===== config.mk =====
export PLATFORM = sky130hd
export DESIGN_NAME = motion_top
export DESIGN_NICKNAME = d
export VERILOG_FILES = /design/src/design/cmd_pkg.sv /design/src/design/motion_pkg.sv /design/src/design/motion_top.sv /design/src/design/cmd_decoder.sv /design/src/design/move_queue.sv /design/src/design/dda_axis.sv
export SDC_FILE = /design/constraint.sdc
export NUM_CORES = 2
export LEC_CHECK = 0
export ABC_AREA = 1
export BUFFER_PORTS_ARGS = -buffer_cell sky130_fd_sc_hd__buf_2
export CAP_MARGIN = 20
export CORE_MARGIN = 4
export CORE_UTILIZATION = 48
export DETAILED_ROUTE_END_ITERATION = 12
export HOLD_SLACK_MARGIN = 0.12
export PLACE_DENSITY_LB_ADDON = 0.12
export SYNTH_ARGS = -nofsm -noshare
export SYNTH_HDL_FRONTEND = slang
export SYNTH_HIERARCHICAL = 1
export SYNTH_SLANG_ARGS = --single-unit

===== constraint.sdc =====
create_clock -name CLK -period 15.77 [get_ports CLK]
set_input_delay 0 -clock CLK [delete_from_list [all_inputs] [get_ports CLK]]
set_output_delay 0 -clock CLK [all_outputs]
set_load 0.05 [all_outputs]

===== src/design/cmd_pkg.sv =====
// Host command protocol
package cmd_pkg;

  typedef logic [63:0] word_t;

  // Opcodes in the header byte
  typedef enum logic [7:0] {
    CMD_COORDINATED_STEP = 8'h01,
    CMD_READ_POSITION    = 8'h03,
    CMD_MOTOR_ENABLE     = 8'h0a,
    CMD_CLK_DIVISOR      = 8'h20,
    CMD_API_VERSION      = 8'hfe
  } opcode_t;

  // Header word layout
  localparam int HEADER_MSB  = 63;
  localparam int HEADER_LSB  = 56;
  localparam int CHANNEL_LSB = 48; // Axis select for position readback

  // Version reply bytes
  localparam logic [7:0] VERSION_MAJOR = 8'd1;
  localparam logic [7:0] VERSION_MINOR = 8'd2;
  localparam logic [7:0] VERSION_PATCH = 8'd3;
  localparam logic [7:0] VERSION_DEVEL = 8'd0;

  // Header, duration, then rate and rate change for each of two axes
  localparam int MOVE_WORDS = 6;

endpackage


===== src/design/motion_pkg.sv =====
// Motion types and sizes
package motion_pkg;

  localparam int NUM_AXES    = 2;
  localparam int BUFFER_SIZE = 2; // Move slots

  // Slot index and per-axis bit masks
  typedef logic [$clog2(BUFFER_SIZE)-1:0] slot_idx_t;
  typedef logic [NUM_AXES-1:0]            axis_mask_t; // Direction, enable, step

  // DDA rate words are signed, added as plain 64-bit sums
  typedef logic signed [63:0] dda_word_t;
  typedef logic        [31:0] duration_t; // Ticks per move
  typedef logic signed [31:0] position_t; // Steps from reset
  typedef logic        [7:0]  divisor_t;  // Clocks per DDA tick

  localparam divisor_t DEFAULT_DIVISOR = 8'd32;

  // One buffered coordinated move, 290 bits
  typedef struct packed {
    dda_word_t [NUM_AXES-1:0] rate_chg; // Added to rate after every tick
    dda_word_t [NUM_AXES-1:0] rate;
    duration_t                duration;
    axis_mask_t               dir;      // 1 counts up
  } move_rec_t;

  // Move parameters seen by one axis
  typedef struct packed {
    dda_word_t rate;
    dda_word_t rate_chg;
    logic      dir;
  } axis_cmd_t;

endpackage

===== src/design/motion_top.sv =====
// Two axis motion controller
`timescale 1ns/1ps

module motion_top import motion_pkg::*, cmd_pkg::*; (
  input  logic        CLK,
  input  logic        resetn,
  input  word_t       word_data,
  input  logic        word_valid,
  output word_t       reply_data,
  output logic        buffer_ready,
  output logic        move_done,
  output axis_mask_t  step,
  output axis_mask_t  dir,
  output axis_mask_t  enable
);

  divisor_t                  divisor;
  move_rec_t                 move_wr;
  slot_idx_t                 move_wr_slot;
  logic                      move_wr_push;
  axis_cmd_t [NUM_AXES-1:0]  axis_cmd;
  position_t [NUM_AXES-1:0]  position;
  logic                      tick;
  logic                      load;
  logic                      run;

  cmd_decoder cmd_decoder_i (
    .CLK          (CLK),
    .resetn       (resetn),
    .word_data    (word_data),
    .word_valid   (word_valid),
    .position     (position),
    .reply_data   (reply_data),
    .enable       (enable),
    .divisor      (divisor),
    .move_wr      (move_wr),
    .move_wr_slot (move_wr_slot),
    .move_wr_push (move_wr_push)
  );

  move_queue move_queue_i (
    .CLK          (CLK),
    .resetn       (resetn),
    .divisor      (divisor),
    .move_wr      (move_wr),
    .move_wr_slot (move_wr_slot),
    .move_wr_push (move_wr_push),
    .axis_cmd     (axis_cmd),
    .tick         (tick),
    .load         (load),
    .run          (run),
    .buffer_ready (buffer_ready),
    .move_done    (move_done)
  );

  for (genvar a = 0; a < NUM_AXES; a++) begin : g_axis
    assign dir[a] = axis_cmd[a].dir; // Follows the slot being read

    dda_axis dda_axis_i (
      .CLK      (CLK),
      .resetn   (resetn),
      .axis_cmd (axis_cmd[a]),
      .tick     (tick),
      .load     (load),
      .run      (run),
      .step     (step[a]),
      .position (position[a])
    );
  end

endmodule


===== src/design/cmd_decoder.sv =====
// Host command decoder
`timescale 1ns/1ps

module cmd_decoder import motion_pkg::*, cmd_pkg::*; (
  input  logic                      CLK,
  input  logic                      resetn,
  input  word_t                     word_data,
  input  logic                      word_valid,
  input  position_t [NUM_AXES-1:0]  position,
  output word_t                     reply_data,
  output axis_mask_t                enable,
  output divisor_t                  divisor,
  output move_rec_t                 move_wr,
  output slot_idx_t                 move_wr_slot,
  output logic                      move_wr_push
);

  typedef enum logic {
    ST_IDLE,
    ST_COLLECT
  } dec_state_t;

  dec_state_t                    state;
  opcode_t                       msg_header;
  opcode_t                       opcode;
  logic [2:0]                    word_cnt;   // Words of the current message so far
  logic                          word_valid_q;
  logic                          word_take;
  logic [$clog2(NUM_AXES)-1:0]   ch;
  position_t [NUM_AXES-1:0]      pos_snap;   // Frozen while a move is collected
  slot_idx_t                     wr_slot;

  assign word_take    = word_valid && !word_valid_q; // First cycle of the strobe
  assign opcode       = opcode_t'(word_data[HEADER_MSB:HEADER_LSB]);
  assign ch           = word_data[CHANNEL_LSB +: $clog2(NUM_AXES)];
  assign move_wr_slot = wr_slot;

  // Move record assembly
  always_ff @(posedge CLK) begin
    if (word_take) begin
      if (state == ST_IDLE) begin
        move_wr.dir <= word_data[NUM_AXES-1:0];
      end else begin
        if (word_cnt == 3'd1) begin
          move_wr.duration <= word_data[$bits(duration_t)-1:0];
        end
        for (int a = 0; a < NUM_AXES; a++) begin
          if (word_cnt == 2 + 2 * a) move_wr.rate[a] <= word_data;
          if (word_cnt == 3 + 2 * a) move_wr.rate_chg[a] <= word_data;
        end
      end
    end
  end

  always_ff @(posedge CLK) begin
    if (resetn) begin
      state        <= ST_IDLE;
      msg_header   <= opcode_t'(8'h00);
      word_cnt     <= '0;
      word_valid_q <= 1'b0;
      reply_data   <= '0;
      enable       <= '0;
      divisor      <= DEFAULT_DIVISOR;
      wr_slot      <= '0;
      move_wr_push <= 1'b0;
      pos_snap     <= '0;
    end else begin
      word_valid_q <= word_valid;
      move_wr_push <= 1'b0;
      if (move_wr_push) wr_slot <= wr_slot + 1'b1; // Next free slot in turn
      if (state == ST_IDLE) pos_snap <= position;

      if (word_take) begin
        reply_data <= '0;
        if (state == ST_IDLE) begin
          msg_header <= opcode;
          word_cnt   <= 3'd1;
          case (opcode)
            CMD_COORDINATED_STEP: state <= ST_COLLECT;
            CMD_MOTOR_ENABLE:     enable <= word_data[NUM_AXES-1:0];
            CMD_CLK_DIVISOR:      divisor <= word_data[7:0];
            CMD_API_VERSION: begin
              reply_data <= {32'd0, VERSION_DEVEL, VERSION_MAJOR,
                             VERSION_MINOR, VERSION_PATCH};
            end
            CMD_READ_POSITION: begin
              reply_data <= {{32{pos_snap[ch][31]}}, pos_snap[ch]}; // Sign extended
            end
            default: reply_data <= '0;
          endcase
        end else begin
          word_cnt <= word_cnt + 3'd1;
          // Last rate change word closes the move
          if (word_cnt == MOVE_WORDS - 1) begin
            state        <= ST_IDLE;
            move_wr_push <= 1'b1;
          end
        end
      end
    end
  end

  // A push only ends a complete move message
  a_push_complete: assert property (@(posedge CLK) disable iff (resetn)
    move_wr_push |-> (msg_header == CMD_COORDINATED_STEP) && (word_cnt == MOVE_WORDS));

endmodule


===== src/design/move_queue.sv =====
// Move buffer and sequencer
`timescale 1ns/1ps

module move_queue import motion_pkg::*; (
  input  logic                      CLK,
  input  logic                      resetn,
  input  divisor_t                  divisor,
  input  move_rec_t                 move_wr,
  input  slot_idx_t                 move_wr_slot,
  input  logic                      move_wr_push,
  output axis_cmd_t [NUM_AXES-1:0]  axis_cmd,
  output logic                      tick,
  output logic                      load,
  output logic                      run,
  output logic                      buffer_ready,
  output logic                      move_done
);

  typedef enum logic [1:0] {
    ST_IDLE,
    ST_LOADING,
    ST_EXECUTING
  } seq_state_t;

  seq_state_t              state;
  move_rec_t               slots [BUFFER_SIZE];
  logic [BUFFER_SIZE-1:0]  slot_ready;   // Toggled by each push
  logic [BUFFER_SIZE-1:0]  slot_done;    // Toggled when the move retires
  logic [BUFFER_SIZE-1:0]  slot_full;
  slot_idx_t               rd_slot;
  duration_t               dur_cnt;      // Ticks left in the move
  divisor_t                div_cnt;
  logic                    rd_full;
  logic                    finish;

  assign slot_full    = slot_ready ^ slot_done;
  assign buffer_ready = ~&slot_full;
  assign rd_full      = slot_full[rd_slot];
  assign run          = (state == ST_EXECUTING);
  assign load         = tick && rd_full && (state != ST_EXECUTING);
  assign finish       = run && ((dur_cnt == '0) || (tick && dur_cnt == duration_t'(1)));

  always_comb begin
    for (int a = 0; a < NUM_AXES; a++) begin
      axis_cmd[a].rate     = slots[rd_slot].rate[a];
      axis_cmd[a].rate_chg = slots[rd_slot].rate_chg[a];
      axis_cmd[a].dir      = slots[rd_slot].dir[a];
    end
  end

  always_ff @(posedge CLK) begin
    if (move_wr_push) slots[move_wr_slot] <= move_wr;
  end

  // Divisor of 0 or 1 ticks every clock
  always_ff @(posedge CLK) begin
    if (resetn) begin
      div_cnt <= '0;
      tick    <= 1'b0;
    end else if ({1'b0, div_cnt} + 9'd1 >= {1'b0, divisor}) begin
      div_cnt <= '0;
      tick    <= 1'b1;
    end else begin
      div_cnt <= div_cnt + 8'd1;
      tick    <= 1'b0;
    end
  end

  always_ff @(posedge CLK) begin
    if (resetn) begin
      state      <= ST_IDLE;
      slot_ready <= '0;
      slot_done  <= '0;
      rd_slot    <= '0;
      dur_cnt    <= '0;
      move_done  <= 1'b0;
    end else begin
      move_done <= 1'b0;
      if (move_wr_push) slot_ready[move_wr_slot] <= ~slot_ready[move_wr_slot];
      case (state)
        ST_IDLE, ST_LOADING: begin
          if (load) begin
            state   <= ST_EXECUTING;
            dur_cnt <= slots[rd_slot].duration;
          end else begin
            state <= rd_full ? ST_LOADING : ST_IDLE; // Wait for the next tick
          end
        end
        ST_EXECUTING: begin
          if (finish) begin
            move_done          <= 1'b1;
            slot_done[rd_slot] <= ~slot_done[rd_slot]; // Free the slot
            rd_slot            <= rd_slot + 1'b1;
            state              <= ST_IDLE;
          end else if (tick) begin
            dur_cnt <= dur_cnt - 1'b1;
          end
        end
        default: state <= ST_IDLE;
      endcase
    end
  end

  a_run_load_excl: assert property (@(posedge CLK) disable iff (resetn)
    !(run && load));

  a_done_single: assert property (@(posedge CLK) disable iff (resetn)
    move_done |=> !move_done);

  // Decoder must never overwrite a slot still waiting or running
  a_push_free_slot: assert property (@(posedge CLK) disable iff (resetn)
    move_wr_push |-> !slot_full[move_wr_slot]);

endmodule


===== src/design/dda_axis.sv =====
// Single axis DDA
`timescale 1ns/1ps

module dda_axis import motion_pkg::*; (
  input  logic       CLK,
  input  logic       resetn,
  input  axis_cmd_t  axis_cmd,
  input  logic       tick,
  input  logic       load,
  input  logic       run,
  output logic       step,
  output position_t  position
);

  logic [63:0]  acc;
  logic [64:0]  sum;       // Bit 64 is the step carry
  dda_word_t    rate;
  dda_word_t    rate_chg;
  logic         dir_q;

  assign sum = {1'b0, acc} + {1'b0, rate};

  // Move parameters latched at load, rate ramps each tick
  always_ff @(posedge CLK) begin
    if (load) begin
      rate     <= axis_cmd.rate;
      rate_chg <= axis_cmd.rate_chg;
      dir_q    <= axis_cmd.dir;
    end else if (run && tick) begin
      rate <= rate + rate_chg;
    end
  end

  always_ff @(posedge CLK) begin
    if (resetn) begin
      acc      <= '0;
      step     <= 1'b0;
      position <= '0;
    end else begin
      step <= 1'b0;
      if (load) begin
        acc <= '0;
      end else if (run && tick) begin
        acc <= sum[63:0];
        if (sum[64]) begin
          step     <= 1'b1;
          position <= dir_q ? position + 32'sd1 : position - 32'sd1;
        end
      end
    end
  end

endmodule


; ---- Yosys cells after proc, flatten, opt, wreduce, memory -nomap -nowiden
; Memory sizes are Yosys's and may differ from the RTL's. A register that Yosys moved wholly into a read port is not among the register bits.
; Index checks and enable logic that the tools add are counted.
[word_totals]
inputBits = 67
output_inout_bits = 72
mem_count = 1
ram_bits = 580
reg_bits = 936
wordCells = 160
[memory_table]
columns = name, depth, word_bits, rd, rd_clocked_by_memory_dff, wr, line_no
row1 = move_queue_i.slots, 2, 290, 1, 1, 1, move_queue.sv:26  ; move_rec_t slots [BUFFER_SIZE];
[op_classes]
magnitude_cmp = 6
bitwise = 8
muxes = 43
eq_ne = 18
n_reduce_logical = 34
n_addsub = 14
[ops]
columns = cell, count
row1 = two-way mux 64 bit, 5
row2 = two-way mux 32 bit, 7
row3 = adder 64 x 64 -> 65 bit, 2
row4 = adder 64 bit, 2
row5 = case mux 64 bit (2 select lines), 1
row6 = "adder 32 x 2 -> 32 bit, second input constant", 2
row7 = case mux 32 bit (2 select lines), 1
row8 = "subtractor 32 x 2 -> 32 bit, second input constant", 2
row9 = "equality test 32 x 1 -> 1 bit, second input constant", 1
row10 = logical NOT 32 bit, 1
row11 = "subtractor 32 x 1 -> 32 bit, second input constant", 1
row12 = AND reduction 3 bit, 9
row13 = two-way mux 1 bit, 21
row14 = "adder 8 x 1 -> 9 bit, second input constant", 1
row15 = >= comparator 9 x 8 -> 1 bit, 1
row16 = "adder 8 x 1 -> 8 bit, second input constant", 1
row17 = "equality test 8 x 1 -> 1 bit, second input constant", 1
row18 = "equality test 8 x 2 -> 1 bit, second input constant", 1
row19 = "equality test 8 x 4 -> 1 bit, second input constant", 1
row20 = "equality test 8 x 6 -> 1 bit, second input constant", 1
row21 = "equality test 8 bit, second input constant", 1
row22 = logical AND 1 bit, 8
row23 = "!= test 2 bit, second input constant", 4
row24 = OR reduction 2 bit, 4
row25 = 24 further kinds, 44

; ---- Longest topological paths before layout
[depth]
word_depth = 7
mapped_depth = 17
ltp_nobuf = 17

; ---- By module
; Netlist, hierarchy kept.
[modules_own_cells]
columns = mod, cells_per_inst, n_inst, area_each_um2, seq_area_each_um2
row1 = move_queue, 2109, 1, 24471.0, 18417.7
row2 = dda_axis (g_axis[0].dda_axis_i), 3694, 1, 22024.9, 5815.6
row3 = dda_axis (g_axis[1].dda_axis_i), 3692, 1, 21999.8, 5815.6
row4 = cmd_decoder, 986, 1, 13621.8, 10970.5

; ---- Least setup slack after synthesis
; OpenSTA, ideal clock, no wires.
[synth_path]
path_kind = register -> register
startpoint = register cmd_decoder_i.move_wr_push
endpoint = register move_queue_i.slot_ready[0]
arrival_time_ns = 13.495
stages_incl_launch_ff = 5
n_path_buf = 0
required_ns = 15.607
setup_time_ns = 0.163
period_less_slack_ns = 13.659
setup_slack_ns = 2.111
cell_sequence = dfxtp_1 -> inv_1 -> nor2_1 -> o21ai_0 -> a21oi_1
[synth_rtl]
columns = element, line_no
row1 = "start, declared", cmd_decoder.sv:15  ; output logic move_wr_push
row2 = "start signal, assigned", cmd_decoder.sv:65  ; move_wr_push <= 1'b0;
row3 = "start signal, assigned", cmd_decoder.sv:69  ; move_wr_push <= 1'b0;
row4 = "start signal, assigned", cmd_decoder.sv:96  ; move_wr_push <= 1'b1;
row5 = "end signal, assigned by index", move_queue.sv:79  ; if (move_wr_push) slot_ready[move_wr_slot] <= ~slot_ready[move_wr_slot];
row6 = "end, declared", move_queue.sv:27  ; logic [BUFFER_SIZE-1:0] slot_ready;

; ---- Worst setup path in the final report
[layout_path]
startpoint = register move_queue_i.state[1]
endpoint = register g_axis[0].dda_axis_i.rate[41], enable pin
[layout_between]
elab_chain_len = 3
word_cells_on_any_way = 5
classes_between = eq/ne (2) / reduce/logical (3)
[layout_lines]
columns = element, line_no
row1 = "start, declared", move_queue.sv:25  ; seq_state_t state;
row2 = "start signal, assigned", move_queue.sv:86  ; state <= rd_full ? ST_LOADING : ST_IDLE;
row3 = equality test 2 bit, move_queue.sv:39  ; assign run = (state == ST_EXECUTING);
row4 = named net run, motion_top.sv:25  ; logic run;
row5 = logical AND 1 bit, dda_axis.sv:29  ; end else if (run && tick) begin
row6 = nonzero test 2 bit (no line), --
row7 = "end signal, assigned", dda_axis.sv:26  ; rate <= axis_cmd.rate;
row8 = "end signal, assigned", dda_axis.sv:30  ; rate <= rate + rate_chg;
row9 = "end, declared", dda_axis.sv:17  ; dda_word_t rate;
; The timed path passes the listed nets, and every way through them passes these cells.
; A chain may end at the register's enable or synchronous reset.

==> impl_metrics.toml <==
[logic_synthesis]
yosys.cell_count.top_type = "nand2_1"
syn_inst = 10481
synth_top_area_share = 0.412
synth.top_cells.by_area = "edfxtp_1 41%, nand2_1 18%, dfxtp_1 8.7%, inv_1 7.3%, ha_1 5.1%"
ys_types = 46
synth_nets = 10887
ys_ff_latch = 1485
synth_common_cells = "4,001 x nand2_1, 1,590 x inv_1, 1,128 x edfxtp_1"
yosys_warnings = 6
synthArstFlopShare = 0
ys.flop_type = "edfxtp_1"
ys_seq_area_frac = 0.500
syn_area_per_cell_sq_um = 7.83
syn_area_sq_um = 82100
yosysTopAreaCell = "edfxtp_1"
synth_edf_count = 1128

[timing]
timing.slew.headroom = 0.241
rsz0062_at_grt = "no"
finalHoldViolCount = 0
worst_slew_pin_slew_ns = 1.14
finalSetupViolCount = 0
period_share = 0.269
fin_crit_ns = 4.25
setup-tns-final_ns = 0
clock_skew_ns = 0.0788
slew_viol_final = 0
fmax_mhz = 235

[critical_path]
start_kind = "register"
cpMaxStageDelayCell = "buf_4"
crit_required_ns = 16.17
regToRegSetupSlack_ns = 11.52
cpPeakStageDelay_ns = 0.72
cp_cell_sequence = "inv_1, nor2_4, buf_4, nor3_2, buf_12, buf_12, clkinv_1, buf_4, nand2_2, buf_4"
reg2regPathDepth = 10
arrival_ns = 4.65
critical_path_class = "reg2reg"
cpMostUsedCell = "buf_4"
path_max_fanout = 128
r2r-end = "g_axis[0].dda_axis_i/rate[41]"
reg2reg_from = "move_queue_i/state[1]"
crit_path_end_kind = "register"

[die]
rows = 151
die-height_um = 422
die-area_sq_um = 178000
start_util = 0.484
coreArea_sq_um = 170000
die_x_um = 422
ioPinCount = 139

[min_path]
hold-path-cell-count = 2
min_from = "word_data[63]"
timing.hold.worst.class = "in2reg"
hold_path_end = "cmd_decoder_i/move_wr[161]"

[grt]
track_usage = 0.286
grt_max_degree = 148
overflow = 0
grt_pass1_wl_mm = 388
antenna_found_initial = 23
grt_pass1_vias = 63683

[flow_run]
cap_violations = 0

[clocking]
root_buffer = "clkbuf_16"
cts_max_level = 4
clkSlewWorstSetupHoldPaths_ns = 0.06
cts_inserted_buffers = 160
cts_setup_buffers = 0
clockBufferDepth = 3
tritoncts = "built"
cts_sinks = 1485
clock_latency_ns = 0.83

[routing]
vias = 67959
ant_nets = 0
viasPerCell = 5.21
dr.pass1.iters = 6
routed_wl_mm = 261
drcViolationCount = 0
wl_per_cell_um = 20.0
detailedRoute.firstIterationViolations = 6155

[final_layout]
nets = 11102
fin_area_sq_um = 91500
finalNonFillerCells = 13056
drive_gt1_frac = 0.0578
area_delta_synth_final_pct = 11.4

[place]
portBuffers = 138
hpwlAfterDp_mm = 193
dpl-instance-area_sq_um = 84700
dp.cells = 12629
gp_congestion = 1.01

[run_status]
status = "completed"

[pwr]
p_total_mw = 8.19
ir_drop_v = 0.000103
p_per_area_nw_per_um2 = 89.5
p_leak_nw = 43.8
layer usage:
metal | vias to the layer above | track usage | part of all wire | wire (um)
met1 | 31821 | 0.405 | 0.45 | 118000
met4 | 2 | 0.0933 | 0.034 | 8860
met2 | 2113 | 0.457 | 0.45 | 117000
li1 | 33643 | - | - | -
met5 | - | 0 | 0.000050 | 13
met3 | 380 | 0.0386 | 0.064 | 16700
what timing repair did:
item | in CTS | in global routing
gates resized for setup | 0 | 0
endpoints found under the hold margin | 381 | 0
hold buffers | 123 | 0
cell usage in the layout (no fill, tap or decap), types with 8 or more instances in the layout:
master / count
nand2_2: 26
a21oi_1: 368
buf_2: 138
nor2_2: 20
a21oi_2: 52
clkinv_2: 28
clkbuf_1: 31
nand4_1: 44
or2_2: 18
nor4_1: 8
dfxtp_1: 355
o211ai_1: 10
nand2_4: 11
a31oi_1: 11
inv_2: 27
inv_1: 1585
nand2_1: 3999
o21bai_1: 88
diode_2: 8
nand3b_1: 49
nand3_2: 13
nor3_2: 8
nor2_1: 891
ha_1: 333
nor2_4: 18
xor2_1: 52
clkinv_1: 26
clkbuf_16: 161
xnor2_1: 93
clkinvlp_4: 11
o21ai_0: 350
nand3_1: 533
clkinv_16: 9
buf_4: 40
nor3_1: 90
edfxtp_1: 1128
dlygate4sd3_1: 123
bufinv_16: 19
final cells by class:
| class | instances | area [sq um] |
|---|---|---|
| Sequential cell | 1485 | 41000 |
| Multi-Input combinational cell | 7122 | 33700 |
| Antenna cell | 8 | 20.0 |
| Clock inverter | 99 | 1290 |
| Fill cell | 16098 | 78200 |
| Clock buffer | 197 | 4210 |
| Timing Repair Buffer | 307 | 2350 |
| Inverter | 1620 | 6100 |
| Tap cell | 2218 | 2780 |
kinds of logic after synthesis:
family          after synthesis  synth area share
flops                      1485             0.500
simple gates               5738             0.281
xor+xnor                    145            0.0155
fa+ha+maj                   339            0.0522
compound gates              898            0.0607
buf+inv                    1874            0.0906
mux                           2          0.000244
flip-flops by register name, summed over array words and instances (netlist names), 2 cells and up, named ones only:
register                    count
cmd_decoder_i/reply_data       32
g_axis.dda_axis_i/acc         128
g_axis.dda_axis_i/step          2
g_axis.dda_axis_i/rate        128
g_axis.dda_axis_i/rate_chg    128
g_axis.dda_axis_i/position     64
move_queue_i/slot_done          2
move_queue_i/dur_cnt           32
cmd_decoder_i/move_wr         290
move_queue_i/state              2
cmd_decoder_i/word_cnt          3
move_queue_i/div_cnt            8
cmd_decoder_i/enable            2
move_queue_i/slots            580
cmd_decoder_i/divisor           8
cmd_decoder_i/pos_snap         64
move_queue_i/slot_ready         2
g_axis.dda_axis_i/dir_q         2
metrics by stage:
step | util | setup WS, ns | hold WS [ns]
global route | 0.539 | 11.25 | 0.132
detailed placement | 0.499 | 11.52 | 0.276
floorplan | - | 2.11 | 0.0667
global placement | 0.499 | 11.49 | 0.261
CTS | 0.539 | 11.49 | 0.120
finish | 0.539 | 11.52 | 0.203
worst max-delay path by stage:
stage / start / to / slack, ns / cells after the start
after floorplan: cmd_decoder_i/move_wr_push / move_queue_i/slot_ready[0] / 2.11 / 4
final: move_queue_i/state[1] / g_axis[0].dda_axis_i/rate[41] / 11.52 / 10
after CTS: move_queue_i/state[1] / g_axis[0].dda_axis_i/rate[41] / 11.49 / 10
after global routing: move_queue_i/state[1] / g_axis[0].dda_axis_i/rate[41] / 11.25 / 10
after detailed placement: move_queue_i/state[1] / g_axis[0].dda_axis_i/rate[46] / 11.52 / 10
after global placement: move_queue_i/state[1] / g_axis[0].dda_axis_i/rate[44] / 11.49 / 10
worst max-delay path: cells and delay by family (launching register included):
| family | cells | cell delay, ns |
|---|---|---|
| buffers and inverters | 7 | 2.67 |
| flip-flops | 1 | 0.31 |
| AND/OR/NAND/NOR | 3 | 0.48 |
where the power goes:
group	switching, mW	internal [mW]
registers	0.00118	4.16
logic	0.0790	0.0358
clock network	1.67	2.24
No activity file was read; power rests on OpenSTA's default activity.
